`config.mk`:
```
export PLATFORM = sky130hd
export DESIGN_NAME = rab_cfg_top
export DESIGN_NICKNAME = d
export VERILOG_FILES = /design/src/source/rab_cfg_pkg.sv /design/src/source/axi_lite_slave.sv /design/src/source/l1_cfg_regs.sv /design/src/source/mh_fifo.sv /design/src/source/miss_handler.sv /design/src/source/rab_cfg_top.sv
export SDC_FILE = /design/constraint.sdc
export NUM_CORES = 2
export LEC_CHECK = 0
export BUFFER_PORTS_ARGS = -buffer_cell sky130_fd_sc_hd__buf_2
export CORE_AREA = 8 8 498 500
export DETAILED_ROUTE_END_ITERATION = 8
export DIE_AREA = 0 0 506 508
export GPL_ROUTABILITY_DRIVEN = 0
export PLACE_DENSITY = 0.53
export RECOVER_POWER = 25
export SLEW_MARGIN = 40
export SYNTH_ARGS = -nofsm -noshare
export SYNTH_HDL_FRONTEND = slang
export SYNTH_SLANG_ARGS = --single-unit
```
`constraint.sdc`:
```
create_clock -name Clk_CI -period 11.64 [get_ports Clk_CI]
set_clock_uncertainty 0.15 [all_clocks]
set_input_delay 0.582 -clock Clk_CI [delete_from_list [all_inputs] [get_ports Clk_CI]]
set_output_delay 0.582 -clock Clk_CI [all_outputs]
set_load 0.1 [all_outputs]
```
`src/source/rab_cfg_pkg.sv`:
```
package rab_cfg_pkg;

  // AXI4-Lite bus
  localparam int AXI_ADDR_W = 32;
  localparam int AXI_DATA_W = 64; // also the slice word width
  localparam int AXI_STRB_W = AXI_DATA_W / 8;

  // slice configuration bank
  localparam int N_SLICES = 4;
  localparam int N_REGS   = 4 * N_SLICES; // four words per slice
  localparam int ADDR_LSB = 3;
  localparam int ADDR_MSB = ADDR_LSB + $clog2(N_REGS) - 1;

  localparam logic [AXI_ADDR_W-1:0] L1_MAP_SIZE = 32'h0000_4000;

  localparam int ADDR_WIDTH_VIRT = 32;
  localparam int ADDR_WIDTH_PHYS = 40;
  localparam int N_FLAGS         = 4;

  // miss handling
  localparam int MISS_META_W   = 10;
  localparam int MH_FIFO_DEPTH = 8;

  localparam logic [ADDR_MSB:0] MH_ADDR_OFFS = 7'h00;
  localparam logic [ADDR_MSB:0] MH_META_OFFS = 7'h08;
  localparam logic [ADDR_MSB:0] MH_CONF_OFFS = 7'h10;
  localparam int                META_EMPTY_BIT = 31;

  localparam logic [1:0] AXI_RESP_OKAY = 2'b00;

  // word kind from index bits 1:0
  typedef enum logic [1:0] {VIRT_START, VIRT_END, PHYS, FLAGS} cfg_kind_e;

  typedef union packed {
    logic [AXI_DATA_W-1:0] raw;
    struct packed {
      logic [AXI_DATA_W-ADDR_WIDTH_VIRT-1:0] pad;
      logic [ADDR_WIDTH_VIRT-1:0]            addr;
    } virt;
    struct packed {
      logic [AXI_DATA_W-N_FLAGS-1:0] pad;
      logic [N_FLAGS-1:0]            flags;
    } flag;
  } cfg_word_u;

endpackage

```
`src/source/axi_lite_slave.sv`:
```
`timescale 1ns/100ps

module axi_lite_slave (
  input  logic                               Clk_CI,
  input  logic                               Rst_RBI,
  input  logic [rab_cfg_pkg::AXI_ADDR_W-1:0] s_axi_awaddr_i,
  input  logic                               s_axi_awvalid_i,
  output logic                               s_axi_awready_o,
  input  logic [rab_cfg_pkg::AXI_DATA_W-1:0] s_axi_wdata_i,
  input  logic [rab_cfg_pkg::AXI_STRB_W-1:0] s_axi_wstrb_i,
  input  logic                               s_axi_wvalid_i,
  output logic                               s_axi_wready_o,
  output logic                               s_axi_bvalid_o,
  input  logic                               s_axi_bready_i,
  input  logic [rab_cfg_pkg::AXI_ADDR_W-1:0] s_axi_araddr_i,
  input  logic                               s_axi_arvalid_i,
  output logic                               s_axi_arready_o,
  output logic [rab_cfg_pkg::AXI_DATA_W-1:0] s_axi_rdata_o,
  output logic                               s_axi_rvalid_o,
  input  logic                               s_axi_rready_i,
  input  logic [rab_cfg_pkg::AXI_DATA_W-1:0] rd_data_i,
  output logic                               wr_commit_o,
  output logic [rab_cfg_pkg::AXI_ADDR_W-1:0] wr_addr_o,
  output logic [rab_cfg_pkg::AXI_DATA_W-1:0] wr_data_o,
  output logic [rab_cfg_pkg::AXI_STRB_W-1:0] wr_strb_o,
  output logic [rab_cfg_pkg::AXI_ADDR_W-1:0] rd_addr_o,
  output logic                               rd_valid_o,
  output logic                               rd_done_o
);
  import rab_cfg_pkg::*;

  logic                  aw_done_q;
  logic                  w_done_q;
  logic                  ar_done_q;
  logic                  b_running_q;
  logic                  both_dly_q;
  logic                  both_done;
  logic                  aw_acc;
  logic                  w_acc;
  logic                  ar_acc;
  logic                  b_fire;
  logic                  r_fire;
  logic [AXI_ADDR_W-1:0] awaddr_q;
  logic [AXI_DATA_W-1:0] wdata_q;
  logic [AXI_STRB_W-1:0] wstrb_q;
  logic [AXI_ADDR_W-1:0] araddr_q;

  assign aw_acc    = !aw_done_q && s_axi_awvalid_i;
  assign w_acc     = !w_done_q && s_axi_wvalid_i;
  assign ar_acc    = !ar_done_q && s_axi_arvalid_i;
  assign b_fire    = b_running_q && s_axi_bready_i;
  assign r_fire    = ar_done_q && s_axi_rready_i;
  assign both_done = aw_done_q && w_done_q;

  // write readies come back after the B handshake
  always_ff @(posedge Clk_CI or negedge Rst_RBI)
  begin
    if (!Rst_RBI)
    begin
      aw_done_q   <= 1'b0;
      w_done_q    <= 1'b0;
      b_running_q <= 1'b0;
      both_dly_q  <= 1'b0;
    end
    else
    begin
      both_dly_q <= both_done;
      if (b_fire)
      begin
        aw_done_q   <= 1'b0;
        w_done_q    <= 1'b0;
        b_running_q <= 1'b0;
      end
      else
      begin
        if (aw_acc)
          aw_done_q <= 1'b1;
        if (w_acc)
          w_done_q <= 1'b1;
        // bvalid goes up together with the second half
        if ((aw_acc || aw_done_q) && (w_acc || w_done_q) && !b_running_q)
          b_running_q <= 1'b1;
      end
    end
  end

  // one read in flight, so rvalid follows the AR done flag
  always_ff @(posedge Clk_CI or negedge Rst_RBI)
  begin
    if (!Rst_RBI)
      ar_done_q <= 1'b0;
    else if (r_fire)
      ar_done_q <= 1'b0;
    else if (ar_acc)
      ar_done_q <= 1'b1;
  end

  always_ff @(posedge Clk_CI)
  begin
    if (aw_acc)
      awaddr_q <= s_axi_awaddr_i;
    if (w_acc)
    begin
      wdata_q <= s_axi_wdata_i;
      wstrb_q <= s_axi_wstrb_i;
    end
    if (ar_acc)
      araddr_q <= s_axi_araddr_i;
  end

  assign s_axi_awready_o = !aw_done_q;
  assign s_axi_wready_o  = !w_done_q;
  assign s_axi_bvalid_o  = b_running_q;
  assign s_axi_arready_o = !ar_done_q;
  assign s_axi_rvalid_o  = ar_done_q;
  assign s_axi_rdata_o   = ar_done_q ? rd_data_i : '0; // zero outside a beat

  assign wr_commit_o = both_done && !both_dly_q; // rise of both halves
  assign wr_addr_o   = awaddr_q;
  assign wr_data_o   = wdata_q;
  assign wr_strb_o   = wstrb_q;
  assign rd_addr_o   = araddr_q;
  assign rd_valid_o  = ar_done_q;
  assign rd_done_o   = r_fire;

endmodule

```
`src/source/l1_cfg_regs.sv`:
```
`timescale 1ns/100ps

module l1_cfg_regs (
  input  logic                                                   Clk_CI,
  input  logic                                                   Rst_RBI,
  input  logic                                                   wr_commit_i,
  input  logic [rab_cfg_pkg::AXI_ADDR_W-1:0]                     wr_addr_i,
  input  logic [rab_cfg_pkg::AXI_DATA_W-1:0]                     wr_data_i,
  input  logic [rab_cfg_pkg::AXI_STRB_W-1:0]                     wr_strb_i,
  input  logic [rab_cfg_pkg::AXI_ADDR_W-1:0]                     rd_addr_i,
  output logic [rab_cfg_pkg::N_REGS-1:0][rab_cfg_pkg::AXI_DATA_W-1:0] l1_cfg_o,
  output logic [rab_cfg_pkg::AXI_DATA_W-1:0]                     rd_data_o
);
  import rab_cfg_pkg::*;

  logic [N_REGS-1:0][AXI_DATA_W-1:0] cfg_q;
  logic [ADDR_MSB-ADDR_LSB:0]        wr_idx;
  logic [AXI_DATA_W-1:0]             wr_word;
  logic [AXI_DATA_W-1:0]             rd_word;

  // keep only the bits that the word kind defines
  function automatic logic [AXI_DATA_W-1:0] mask_word(cfg_kind_e kind,
                                                     logic [AXI_DATA_W-1:0] raw);
    cfg_word_u w_in;
    cfg_word_u w_out;
    w_in.raw  = raw;
    w_out.raw = '0;
    case (kind)
      VIRT_START, VIRT_END: w_out.virt.addr = w_in.virt.addr;
      PHYS:                 w_out.raw[ADDR_WIDTH_PHYS-1:0] = w_in.raw[ADDR_WIDTH_PHYS-1:0];
      default:              w_out.flag.flags = w_in.flag.flags;
    endcase
    return w_out.raw;
  endfunction

  assign wr_idx = wr_addr_i[ADDR_MSB:ADDR_LSB];

  // byte merge under the strobes
  always_comb
  begin
    wr_word = cfg_q[wr_idx];
    for (int b = 0; b < AXI_STRB_W; b++)
      if (wr_strb_i[b])
        wr_word[8*b +: 8] = wr_data_i[8*b +: 8];
  end

  always_ff @(posedge Clk_CI or negedge Rst_RBI)
  begin
    if (!Rst_RBI)
      cfg_q <= '0;
    else if (wr_commit_i && (wr_addr_i < L1_MAP_SIZE))
      cfg_q[wr_idx] <= mask_word(cfg_kind_e'(wr_idx[1:0]), wr_word);
  end

  always_comb
  begin
    for (int i = 0; i < N_REGS; i++)
      l1_cfg_o[i] = mask_word(cfg_kind_e'(i[1:0]), cfg_q[i]);
  end

  assign rd_word = l1_cfg_o[rd_addr_i[ADDR_MSB:ADDR_LSB]];

  // bit 2 selects the upper half for 32-bit masters
  assign rd_data_o = rd_addr_i[ADDR_LSB-1] ?
                     {{(AXI_DATA_W/2){1'b0}}, rd_word[AXI_DATA_W-1:AXI_DATA_W/2]} :
                     rd_word;

endmodule

```
`src/source/mh_fifo.sv`:
```
`timescale 1ns/100ps

module mh_fifo #(
  parameter int WIDTH = 32,
  parameter int DEPTH = 8
) (
  input  logic             Clk_CI,
  input  logic             Rst_RBI,
  input  logic             push_i,
  input  logic [WIDTH-1:0] data_i,
  input  logic             pop_i,
  output logic [WIDTH-1:0] data_o,
  output logic             empty_o,
  output logic             full_o
);

  logic [WIDTH-1:0]         mem_q [DEPTH];
  logic [$clog2(DEPTH)-1:0] wr_ptr_q;
  logic [$clog2(DEPTH)-1:0] rd_ptr_q;
  logic [$clog2(DEPTH):0]   cnt_q;
  logic                     push_en;
  logic                     pop_en;

  function automatic logic [$clog2(DEPTH)-1:0] ptr_inc(logic [$clog2(DEPTH)-1:0] p);
    return (int'(p) == DEPTH - 1) ? '0 : p + 1'b1;
  endfunction

  assign empty_o = (cnt_q == '0);
  assign full_o  = (int'(cnt_q) == DEPTH);
  assign push_en = push_i && !full_o;  // dropped when full
  assign pop_en  = pop_i && !empty_o;
  assign data_o  = empty_o ? '0 : mem_q[rd_ptr_q]; // head falls through

  always_ff @(posedge Clk_CI or negedge Rst_RBI)
  begin
    if (!Rst_RBI)
    begin
      wr_ptr_q <= '0;
      rd_ptr_q <= '0;
      cnt_q    <= '0;
    end
    else
    begin
      if (push_en)
        wr_ptr_q <= ptr_inc(wr_ptr_q);
      if (pop_en)
        rd_ptr_q <= ptr_inc(rd_ptr_q);
      case ({push_en, pop_en})
        2'b10:   cnt_q <= cnt_q + 1'b1;
        2'b01:   cnt_q <= cnt_q - 1'b1;
        default: cnt_q <= cnt_q;
      endcase
    end
  end

  always_ff @(posedge Clk_CI)
  begin
    if (push_en)
      mem_q[wr_ptr_q] <= data_i;
  end

endmodule

```
`src/source/miss_handler.sv`:
```
`timescale 1ns/100ps

module miss_handler (
  input  logic                                    Clk_CI,
  input  logic                                    Rst_RBI,
  input  logic                                    miss_i,
  input  logic [rab_cfg_pkg::ADDR_WIDTH_VIRT-1:0] miss_addr_i,
  input  logic [rab_cfg_pkg::MISS_META_W-1:0]     miss_meta_i,
  input  logic                                    wr_commit_i,
  input  logic [rab_cfg_pkg::AXI_ADDR_W-1:0]      wr_addr_i,
  input  logic [rab_cfg_pkg::AXI_DATA_W-1:0]      wr_data_i,
  input  logic [rab_cfg_pkg::AXI_ADDR_W-1:0]      rd_addr_i,
  input  logic                                    rd_valid_i,
  input  logic                                    rd_done_i,
  output logic [rab_cfg_pkg::AXI_DATA_W-1:0]      rd_data_o,
  output logic                                    rd_hit_o,
  output logic                                    fifo_full_o
);
  import rab_cfg_pkg::*;

  logic                       fifos_dis_q;
  logic                       l1_commit;
  logic [ADDR_MSB:0]          wr_off;
  logic [ADDR_MSB:0]          rd_off;
  logic                       addr_push, meta_push;
  logic [ADDR_WIDTH_VIRT-1:0] addr_din, addr_head;
  logic [MISS_META_W-1:0]     meta_din, meta_head;
  logic                       addr_empty, addr_full;
  logic                       meta_empty, meta_full;
  logic                       hit_addr, hit_meta, hit_conf;

  assign l1_commit = wr_commit_i && (wr_addr_i < L1_MAP_SIZE);
  assign wr_off    = wr_addr_i[ADDR_MSB:0];
  assign rd_off    = rd_addr_i[ADDR_MSB:0];

  // a miss wins over an AXI push in the same cycle
  always_comb
  begin
    addr_push = 1'b0;
    meta_push = 1'b0;
    addr_din  = miss_addr_i;
    meta_din  = miss_meta_i;
    if (miss_i && !fifos_dis_q)
    begin
      addr_push = 1'b1;
      meta_push = 1'b1;
    end
    else if (l1_commit && !fifos_dis_q)
    begin
      addr_push = (wr_off == MH_ADDR_OFFS);
      meta_push = (wr_off == MH_META_OFFS);
      addr_din  = wr_data_i[ADDR_WIDTH_VIRT-1:0];
      meta_din  = wr_data_i[MISS_META_W-1:0];
    end
  end

  always_ff @(posedge Clk_CI or negedge Rst_RBI)
  begin
    if (!Rst_RBI)
      fifos_dis_q <= 1'b0; // enabled out of reset
    else if (l1_commit && (wr_off == MH_CONF_OFFS))
      fifos_dis_q <= wr_data_i[0];
  end

  assign fifo_full_o = (addr_push && addr_full) || (meta_push && meta_full);

  assign hit_addr = rd_valid_i && (rd_off == MH_ADDR_OFFS);
  assign hit_meta = rd_valid_i && (rd_off == MH_META_OFFS);
  assign hit_conf = rd_valid_i && (rd_off == MH_CONF_OFFS);
  assign rd_hit_o = hit_addr || hit_meta || hit_conf;

  always_comb
  begin
    rd_data_o = '0;
    if (hit_addr)
      rd_data_o[ADDR_WIDTH_VIRT-1:0] = addr_head;
    else if (hit_meta)
    begin
      rd_data_o[META_EMPTY_BIT]    = meta_empty;
      rd_data_o[MISS_META_W-1:0]   = meta_head;
    end
    else if (hit_conf)
      rd_data_o[0] = fifos_dis_q;
  end

  mh_fifo #(.WIDTH(ADDR_WIDTH_VIRT), .DEPTH(MH_FIFO_DEPTH)) i_addr_fifo (
    .Clk_CI  (Clk_CI),
    .Rst_RBI (Rst_RBI),
    .push_i  (addr_push),
    .data_i  (addr_din),
    .pop_i   (rd_done_i && hit_addr && !addr_empty), // pop on the R handshake
    .data_o  (addr_head),
    .empty_o (addr_empty),
    .full_o  (addr_full)
  );

  mh_fifo #(.WIDTH(MISS_META_W), .DEPTH(MH_FIFO_DEPTH)) i_meta_fifo (
    .Clk_CI  (Clk_CI),
    .Rst_RBI (Rst_RBI),
    .push_i  (meta_push),
    .data_i  (meta_din),
    .pop_i   (rd_done_i && hit_meta && !meta_empty),
    .data_o  (meta_head),
    .empty_o (meta_empty),
    .full_o  (meta_full)
  );

endmodule

```
`src/source/rab_cfg_top.sv`:
```
`timescale 1ns/100ps

module rab_cfg_top (
  input  logic                                    Clk_CI,
  input  logic                                    Rst_RBI,
  input  logic [rab_cfg_pkg::AXI_ADDR_W-1:0]      s_axi_awaddr_i,
  input  logic                                    s_axi_awvalid_i,
  output logic                                    s_axi_awready_o,
  input  logic [rab_cfg_pkg::AXI_DATA_W-1:0]      s_axi_wdata_i,
  input  logic [rab_cfg_pkg::AXI_STRB_W-1:0]      s_axi_wstrb_i,
  input  logic                                    s_axi_wvalid_i,
  output logic                                    s_axi_wready_o,
  output logic [1:0]                              s_axi_bresp_o,
  output logic                                    s_axi_bvalid_o,
  input  logic                                    s_axi_bready_i,
  input  logic [rab_cfg_pkg::AXI_ADDR_W-1:0]      s_axi_araddr_i,
  input  logic                                    s_axi_arvalid_i,
  output logic                                    s_axi_arready_o,
  output logic [rab_cfg_pkg::AXI_DATA_W-1:0]      s_axi_rdata_o,
  output logic [1:0]                              s_axi_rresp_o,
  output logic                                    s_axi_rvalid_o,
  input  logic                                    s_axi_rready_i,
  output logic [rab_cfg_pkg::N_REGS-1:0][rab_cfg_pkg::AXI_DATA_W-1:0] l1_cfg_o,
  input  logic                                    miss_i,
  input  logic [rab_cfg_pkg::ADDR_WIDTH_VIRT-1:0] miss_addr_i,
  input  logic [rab_cfg_pkg::MISS_META_W-1:0]     miss_meta_i,
  output logic                                    mh_fifo_full_o
);
  import rab_cfg_pkg::*;

  logic                  wr_commit, rd_valid, rd_done, mh_rd_hit;
  logic [AXI_ADDR_W-1:0] wr_addr, rd_addr;
  logic [AXI_DATA_W-1:0] wr_data, rd_data, l1_rdata, mh_rdata;
  logic [AXI_STRB_W-1:0] wr_strb;

  assign rd_data       = mh_rd_hit ? mh_rdata : l1_rdata; // miss window first
  assign s_axi_bresp_o = AXI_RESP_OKAY;
  assign s_axi_rresp_o = AXI_RESP_OKAY;

  axi_lite_slave i_axi_lite_slave (
    .Clk_CI, .Rst_RBI,
    .s_axi_awaddr_i, .s_axi_awvalid_i, .s_axi_awready_o,
    .s_axi_wdata_i, .s_axi_wstrb_i, .s_axi_wvalid_i, .s_axi_wready_o,
    .s_axi_bvalid_o, .s_axi_bready_i,
    .s_axi_araddr_i, .s_axi_arvalid_i, .s_axi_arready_o,
    .s_axi_rdata_o, .s_axi_rvalid_o, .s_axi_rready_i,
    .rd_data_i   (rd_data),
    .wr_commit_o (wr_commit),
    .wr_addr_o   (wr_addr),
    .wr_data_o   (wr_data),
    .wr_strb_o   (wr_strb),
    .rd_addr_o   (rd_addr),
    .rd_valid_o  (rd_valid),
    .rd_done_o   (rd_done)
  );

  l1_cfg_regs i_l1_cfg_regs (
    .Clk_CI, .Rst_RBI,
    .wr_commit_i (wr_commit),
    .wr_addr_i   (wr_addr),
    .wr_data_i   (wr_data),
    .wr_strb_i   (wr_strb),
    .rd_addr_i   (rd_addr),
    .l1_cfg_o,
    .rd_data_o   (l1_rdata)
  );

  miss_handler i_miss_handler (
    .Clk_CI, .Rst_RBI,
    .miss_i, .miss_addr_i, .miss_meta_i,
    .wr_commit_i (wr_commit),
    .wr_addr_i   (wr_addr),
    .wr_data_i   (wr_data),
    .rd_addr_i   (rd_addr),
    .rd_valid_i  (rd_valid),
    .rd_done_i   (rd_done),
    .rd_data_o   (mh_rdata),
    .rd_hit_o    (mh_rd_hit),
    .fifo_full_o (mh_fifo_full_o)
  );

endmodule

```
After elaboration in Yosys (flattened, before gate mapping):

Memories as Yosys holds them, arrays and structs flattened.
Cells that the tools add are included.

* bits of input ports: 186
* register bits: 1134
* bits in writable memories: 336
* memories: 2
* output and inout port bits: 1098
* word-level logic and storage cells: 171

Memories
* i_miss_handler.i_addr_fifo.mem_q: words 8, bits a word 32, read ports 1, clocked after Yosys merged registers in 0, wr ports 1, line mh_fifo.sv:17 `logic [WIDTH-1:0] mem_q [DEPTH];`
* i_miss_handler.i_meta_fifo.mem_q: words 8, bits a word 10, read ports 1, clocked after Yosys merged registers in 0, wr ports 1, line mh_fifo.sv:17

* mux-type cells: 55
* equality and inequality tests: 16
* add/sub/neg operators: 8
* reductions and logical operators: 54
* order comparisons: 4

Operators by type and width (count)
* $bwmux 1024: 1
* $bmux 64 s4: 2
* $mux 64: 5
* $demux 64 s4: 1
* $mux 32: 3
* $mux 28: 2
* $mux 8: 7
* $mux 10: 4
* $mux 40: 1
* $lt 32x15->1 const B: 1
* $logic_and 1x1->1: 27
* $mux 21: 1
* $mux 1: 20
* $pmux 4 s2: 2
* $eq 7x4->1 const B: 2
* $eq 7x5->1 const B: 2
* $logic_not 7->1: 2
* $add 3x1->3 const B: 4
* $eq 3x1->1 const B: 4
* $mux 3: 4
* $reduce_bool 2->1: 6
* $logic_not 1->1: 10
* $lt 4x5->1 const B: 2
* $mux 9: 1
* other kinds (11): 23

Logic depth before layout (Yosys ltp):

* depth in word-level cells: 9
* mapped depth: 16
* depth with buffers taken out: 11

By module:

From an unflattened synthesis, not the netlist that was laid out.

* cells, all modules: 4932
* area, all modules: 60375.4 um2

By module, submodules not included
* l1_cfg_regs: area each 38988.6 um2, cells an instance 3813, instances 1, seq. area each 16015.4 um2
* mh_fifo (i_miss_handler.i_addr_fifo): area each 10380.0 um2, cells an instance 470, instances 1, seq. area each 7937.6 um2
* axi_lite_slave: area each 4754.6 um2, cells an instance 230, instances 1, seq. area each 4209.0 um2
* mh_fifo (i_miss_handler.i_meta_fifo): area each 3689.8 um2, cells an instance 190, instances 1, seq. area each 2652.5 um2
* miss_handler: area each 1451.4 um2, cells an instance 153, instances 1, seq. area each 25.0 um2
* rab_cfg_top: area each 1111.1 um2, cells an instance 76, instances 1, seq. area each 0.0 um2

Least setup slack after synthesis:

Ideal clock, no wire load.

* kind: reg2reg
* start: register i_axi_lite_slave.awaddr_q[21], in the netlist i_axi_lite_slave.wr_addr_o[21]
* end: memory i_miss_handler.i_addr_fifo.mem_q[0][0] (enable)
* data required time: 10.989 ns
* stages on the path, launching flop included: 7
* clock period less this slack: 5.503 ns
* library setup time: 0.501 ns
* data arrival time: 4.851 ns
* path buffers: 1
* path slack: 6.137 ns
* path through: edfxtp_1 -> nor4_1 -> nand3_2 -> nor4_1 -> o21bai_1 -> clkbuf_1 -> nor4_1

* cells in the longest elaborated chain, start to end: 8

Ends and longest elaborated chain
* from (decl): line axi_lite_slave.sv:43 `logic [AXI_ADDR_W-1:0] awaddr_q;`
* from (signal assigned): line axi_lite_slave.sv:101 `awaddr_q <= s_axi_awaddr_i;`
* $lt 32x15->1: line miss_handler.sv:32 `assign l1_commit = wr_commit_i && (wr_addr_i < L1_MAP_SIZE);`
* $logic_and 1x1->1: line miss_handler.sv:32
* $logic_and 1x1->1: line miss_handler.sv:48 `else if (l1_commit && !fifos_dis_q)`
* $mux 1: line miss_handler.sv:48
* $mux 1: line miss_handler.sv:43 `if (miss_i && !fifos_dis_q)`
* $logic_and 1x1->1: line mh_fifo.sv:30 `assign push_en = push_i && !full_o;`
* $mux 1: line mh_fifo.sv:58 `if (push_en)`
* $mux 1 (implied by the code): line mh_fifo.sv:59 `mem_q[wr_ptr_q] <= data_i;`
* to (decl): line mh_fifo.sv:17

Every way passes these cells.

==> out/metrics.yaml <==
layout:
  mostFrequentLayoutCells: "dfrtp_1, conb_1, buf_2, nor2_1, edfxtp_1"
  drive_gt1_frac: 0.250
  mostFrequentLayoutCell: "dfrtp_1"
  fin_nets: 5075
  areaGrowthSynthToFinish_pct: 11.3
routing:
  remaining_drc_errors: 0
  wl_per_cell_um: 29.0
  first_pass_iters: 7
  dr.max_layer_used: "met5"
  wl_met3_mm: 20.6
  drt_iter0_drc: 3166
  via_per_inst: 4.50
  wirelength_mm: 236
  wl_met2_mm: 117
  vias: 36800
  ant_nets: 0
  met1_length_mm: 82.2
sta:
  setup_viol: 0
  rsz0062_at_grt: "false"
  max_slew_margin: -1.82
  max_clock_freq_mhz: 147
  maxSlewViolCount: 255
  setup_ws_ns: 4.83
  worst_pin_slew_ns: 4.23
  final_hold_viol_count: 0
  setup_tns_ns: 0
  period_share: 0.585
  min_period_ns: 6.81
logic_synthesis:
  ys_warn_count: 0
  synth_simple_gate_area_share: 0.0800
  async_flop_share: 0.617
  synth_edf_count: 413
  synth-main-ff-cell: "dfrtp_1"
  ys_seq_area_frac: 0.511
  ys_types: 63
  synthAdderAreaFrac: 0.00308
  syn_area_sq_mm: 0.0569
  synth_compound_area_frac: 0.0750
  syn_avg_cell_area_sq_um: 12.2
  ys_seq_elements: 1079
  synth-xor-area-share: 0.00154
  synth.mux.area_fraction: 0.166
  synth_top_family_by_area: "multiplexers"
  netlist_instances: 4662
worst_setup_path:
  slowest_stage: "clkbuf_1"
  cp.arrival_ns: 7.57
  crit_buf_inv: 7
  endpoint_kind: "async pin"
  worstPathMaxFanout: 96
  rr_startpoint: "i_axi_lite_slave.wr_addr_o[3]"
  cp-start-kind: "input pin"
  crit_chain: "dlygate4sd3_1 > clkbuf_1 > clkbuf_1 > buf_12 > buf_16 > buf_12 > buf_16"
  crit_type: "in -> async"
  cp-startpoint: "Rst_RBI"
  max_stage_delay_ns: 2.70
  r2r_slack_ns: 7.18
  crit_family: "buffers and inverters"
  required_ns: 12.40
grt:
  grt_usage: 0.176
  grt_overflow: 0
  grt_max_degree: 133
  antenna_found_initial: 9
  grt_pass1_wl_mm: 320
  grt_pass1_vias: 37400
hold_path:
  min_from: "miss_addr_i[8]"
  hp-class: "in -> reg"
die:
  start_util: 0.237
  die-area_sq_mm: 0.257
  io_pins: 1284
  die_w_um: 506
  core_area_sq_mm: 0.240
  row_count: 180
  dieHeight_um: 508
run_status:
  outcome: "finished with violations"
  violations: "max-capacitance violations, max-slew violations"
power_and_ir_drop:
  ir_drop_v: 0.000169
  p_leak_uw: 0.0271
  power_density_mw_per_mm2: 161
clocking:
  cts.clk_slew.worst_paths_ns: 0.07
  post_cts_buffers: 0
  cts-root-buf: "clkbuf_16"
  htree_levels: 3
  clk_path_buf_depth: 3
  cts_sinks: 1079
  cts-resized-gates: 0
  numCtsBuffers: 120
  insertion_delay_ns: 0.83
  cts_tree: "yes"
place:
  io_buffers: 604
  place_ws_ns: 6.85
  dp_hpwl_mm: 166
run:
  cap_violations: 5
worst paths after layout:
check                                                              end  depth (start not counted)
worst min register to register                i_l1_cfg_regs.cfg_q[802]                          1
min in group asynchronous                  i_l1_cfg_regs.l1_cfg_o[600]                          2
worst max-delay path                         i_l1_cfg_regs.l1_cfg_o[3]                          7
worst max register to register              i_l1_cfg_regs.l1_cfg_o[80]                          7
worst min-delay path            i_miss_handler.i_addr_fifo.mem_q[6][8]                          2
max in group Clk_CI                                  s_axi_rdata_o[19]                          9
state kept, by name (all words and copies together), names as in the netlist:
| register | flops |
|---|---|
| i_axi_lite_slave.s_axi_bvalid_o | 1 |
| i_miss_handler.i_meta_fifo.wr_ptr_q | 3 |
| i_miss_handler.fifos_dis_q | 1 |
| i_axi_lite_slave.rd_valid_o | 1 |
| i_miss_handler.i_addr_fifo.mem_q | 256 |
| i_axi_lite_slave.wr_addr_o | 25 |
| i_l1_cfg_regs.l1_cfg_o | 432 |
| i_miss_handler.i_addr_fifo.wr_ptr_q | 3 |
| i_axi_lite_slave.aw_done_q | 1 |
| i_l1_cfg_regs.cfg_q | 208 |
| i_miss_handler.i_meta_fifo.rd_ptr_q | 3 |
| i_miss_handler.i_addr_fifo.rd_ptr_q | 3 |
| i_axi_lite_slave.both_dly_q | 1 |
| i_miss_handler.i_addr_fifo.cnt_q | 4 |
| i_axi_lite_slave.wr_strb_o | 5 |
| i_axi_lite_slave.wr_data_o | 40 |
| i_miss_handler.i_meta_fifo.mem_q | 80 |
| i_axi_lite_slave.w_done_q | 1 |
| i_miss_handler.i_meta_fifo.cnt_q | 4 |
| i_axi_lite_slave.rd_addr_o | 7 |
synth_stat cells (4+ instances only):
| cell type | n | area (sq um) |
|---|---|---|
| ha_1 | 14 | 175 |
| o2bb2ai_1 | 42 | 368 |
| dfrtp_1 | 666 | 16700 |
| a211oi_2 | 4 | 50.1 |
| mux2_2 | 63 | 709 |
| buf_2 | 73 | 365 |
| buf_4 | 1081 | 8120 |
| nor4_1 | 21 | 131 |
| o22a_1 | 28 | 245 |
| edfxtp_1 | 413 | 12400 |
| nor3b_1 | 4 | 30.0 |
| nand2b_1 | 13 | 81.3 |
| buf_1 | 45 | 169 |
| a21oi_2 | 51 | 447 |
| o211ai_1 | 31 | 233 |
| o22ai_1 | 15 | 93.8 |
| nor3_4 | 6 | 97.6 |
| nand3_1 | 8 | 40.0 |
| a21oi_1 | 403 | 2020 |
| and4_1 | 8 | 70.1 |
| a22oi_1 | 4 | 30.0 |
| xor2_1 | 8 | 70.1 |
| mux4_2 | 293 | 6600 |
| a31o_2 | 4 | 35.0 |
| nand2_1 | 110 | 413 |
| nand4_1 | 8 | 50.1 |
| nor2b_1 | 159 | 995 |
| o21ai_0 | 107 | 536 |
| clkbuf_1 | 137 | 514 |
| and3_1 | 31 | 194 |
| o21ai_1 | 8 | 40.0 |
| and2_1 | 65 | 407 |
| a2111oi_0 | 4 | 35.0 |
| nand3b_1 | 4 | 30.0 |
| nor2_1 | 439 | 1650 |
| nor3_1 | 18 | 90.1 |
| inv_1 | 13 | 48.8 |
| buf_6 | 8 | 90.1 |
| mux2i_1 | 210 | 2100 |
| nor4_2 | 7 | 87.6 |
power breakdown:
part	internal, uW	switching (uW)	leakage (uW)
clock	2240	1720	0.00198
combinational	315	1570	0.0121
sequential	4200	124	0.0130
metrics by stage:
step	utilization	power, uW	hold slack [ns]	cell area (sq um)	cells
after floorplan	-	5950	0.136	59200	5281
after global placement	0.242	6220	0.314	58100	7833
after detailed placement	0.244	6270	0.317	58400	7844
after CTS	0.265	10300	0.000809	63500	8163
after global routing	0.264	10500	0.0373	63300	8164
final	0.264	10200	0.0568	63300	8167
cell families after synthesis:
family	after synthesis
buf+inv	1357
flops	1079
simple gates	917
compound gates	717
mux	567
fa+ha+maj	14
xor+xnor	10
other cells	1
metal layers:
layer,track usage,vias up
li1,-,15400
met1,0.189,19100
met2,0.307,1846
met3,0.0513,441
met4,0.105,4
met5,0,-
area by class of cell:
type / count / area [sq um]
clock inverters: 61 / 752
clock buffers: 165 / 3370
well taps: 3185 / 3990
fillers: 24900 / 176000
inverters: 13 / 48.8
repair buffers: 816 / 4850
diodes: 3 / 7.51
flip-flops and latches: 1079 / 29100
multi-input cells: 2845 / 21200
repair_timing:
action | 4_1_cts | 5_1_grt
setup endpoints to repair | 0 | 0
endpoints found under the hold margin | 258 | 0
hold buffers | 93 | 0
Power figures use the tool's default switching activity.
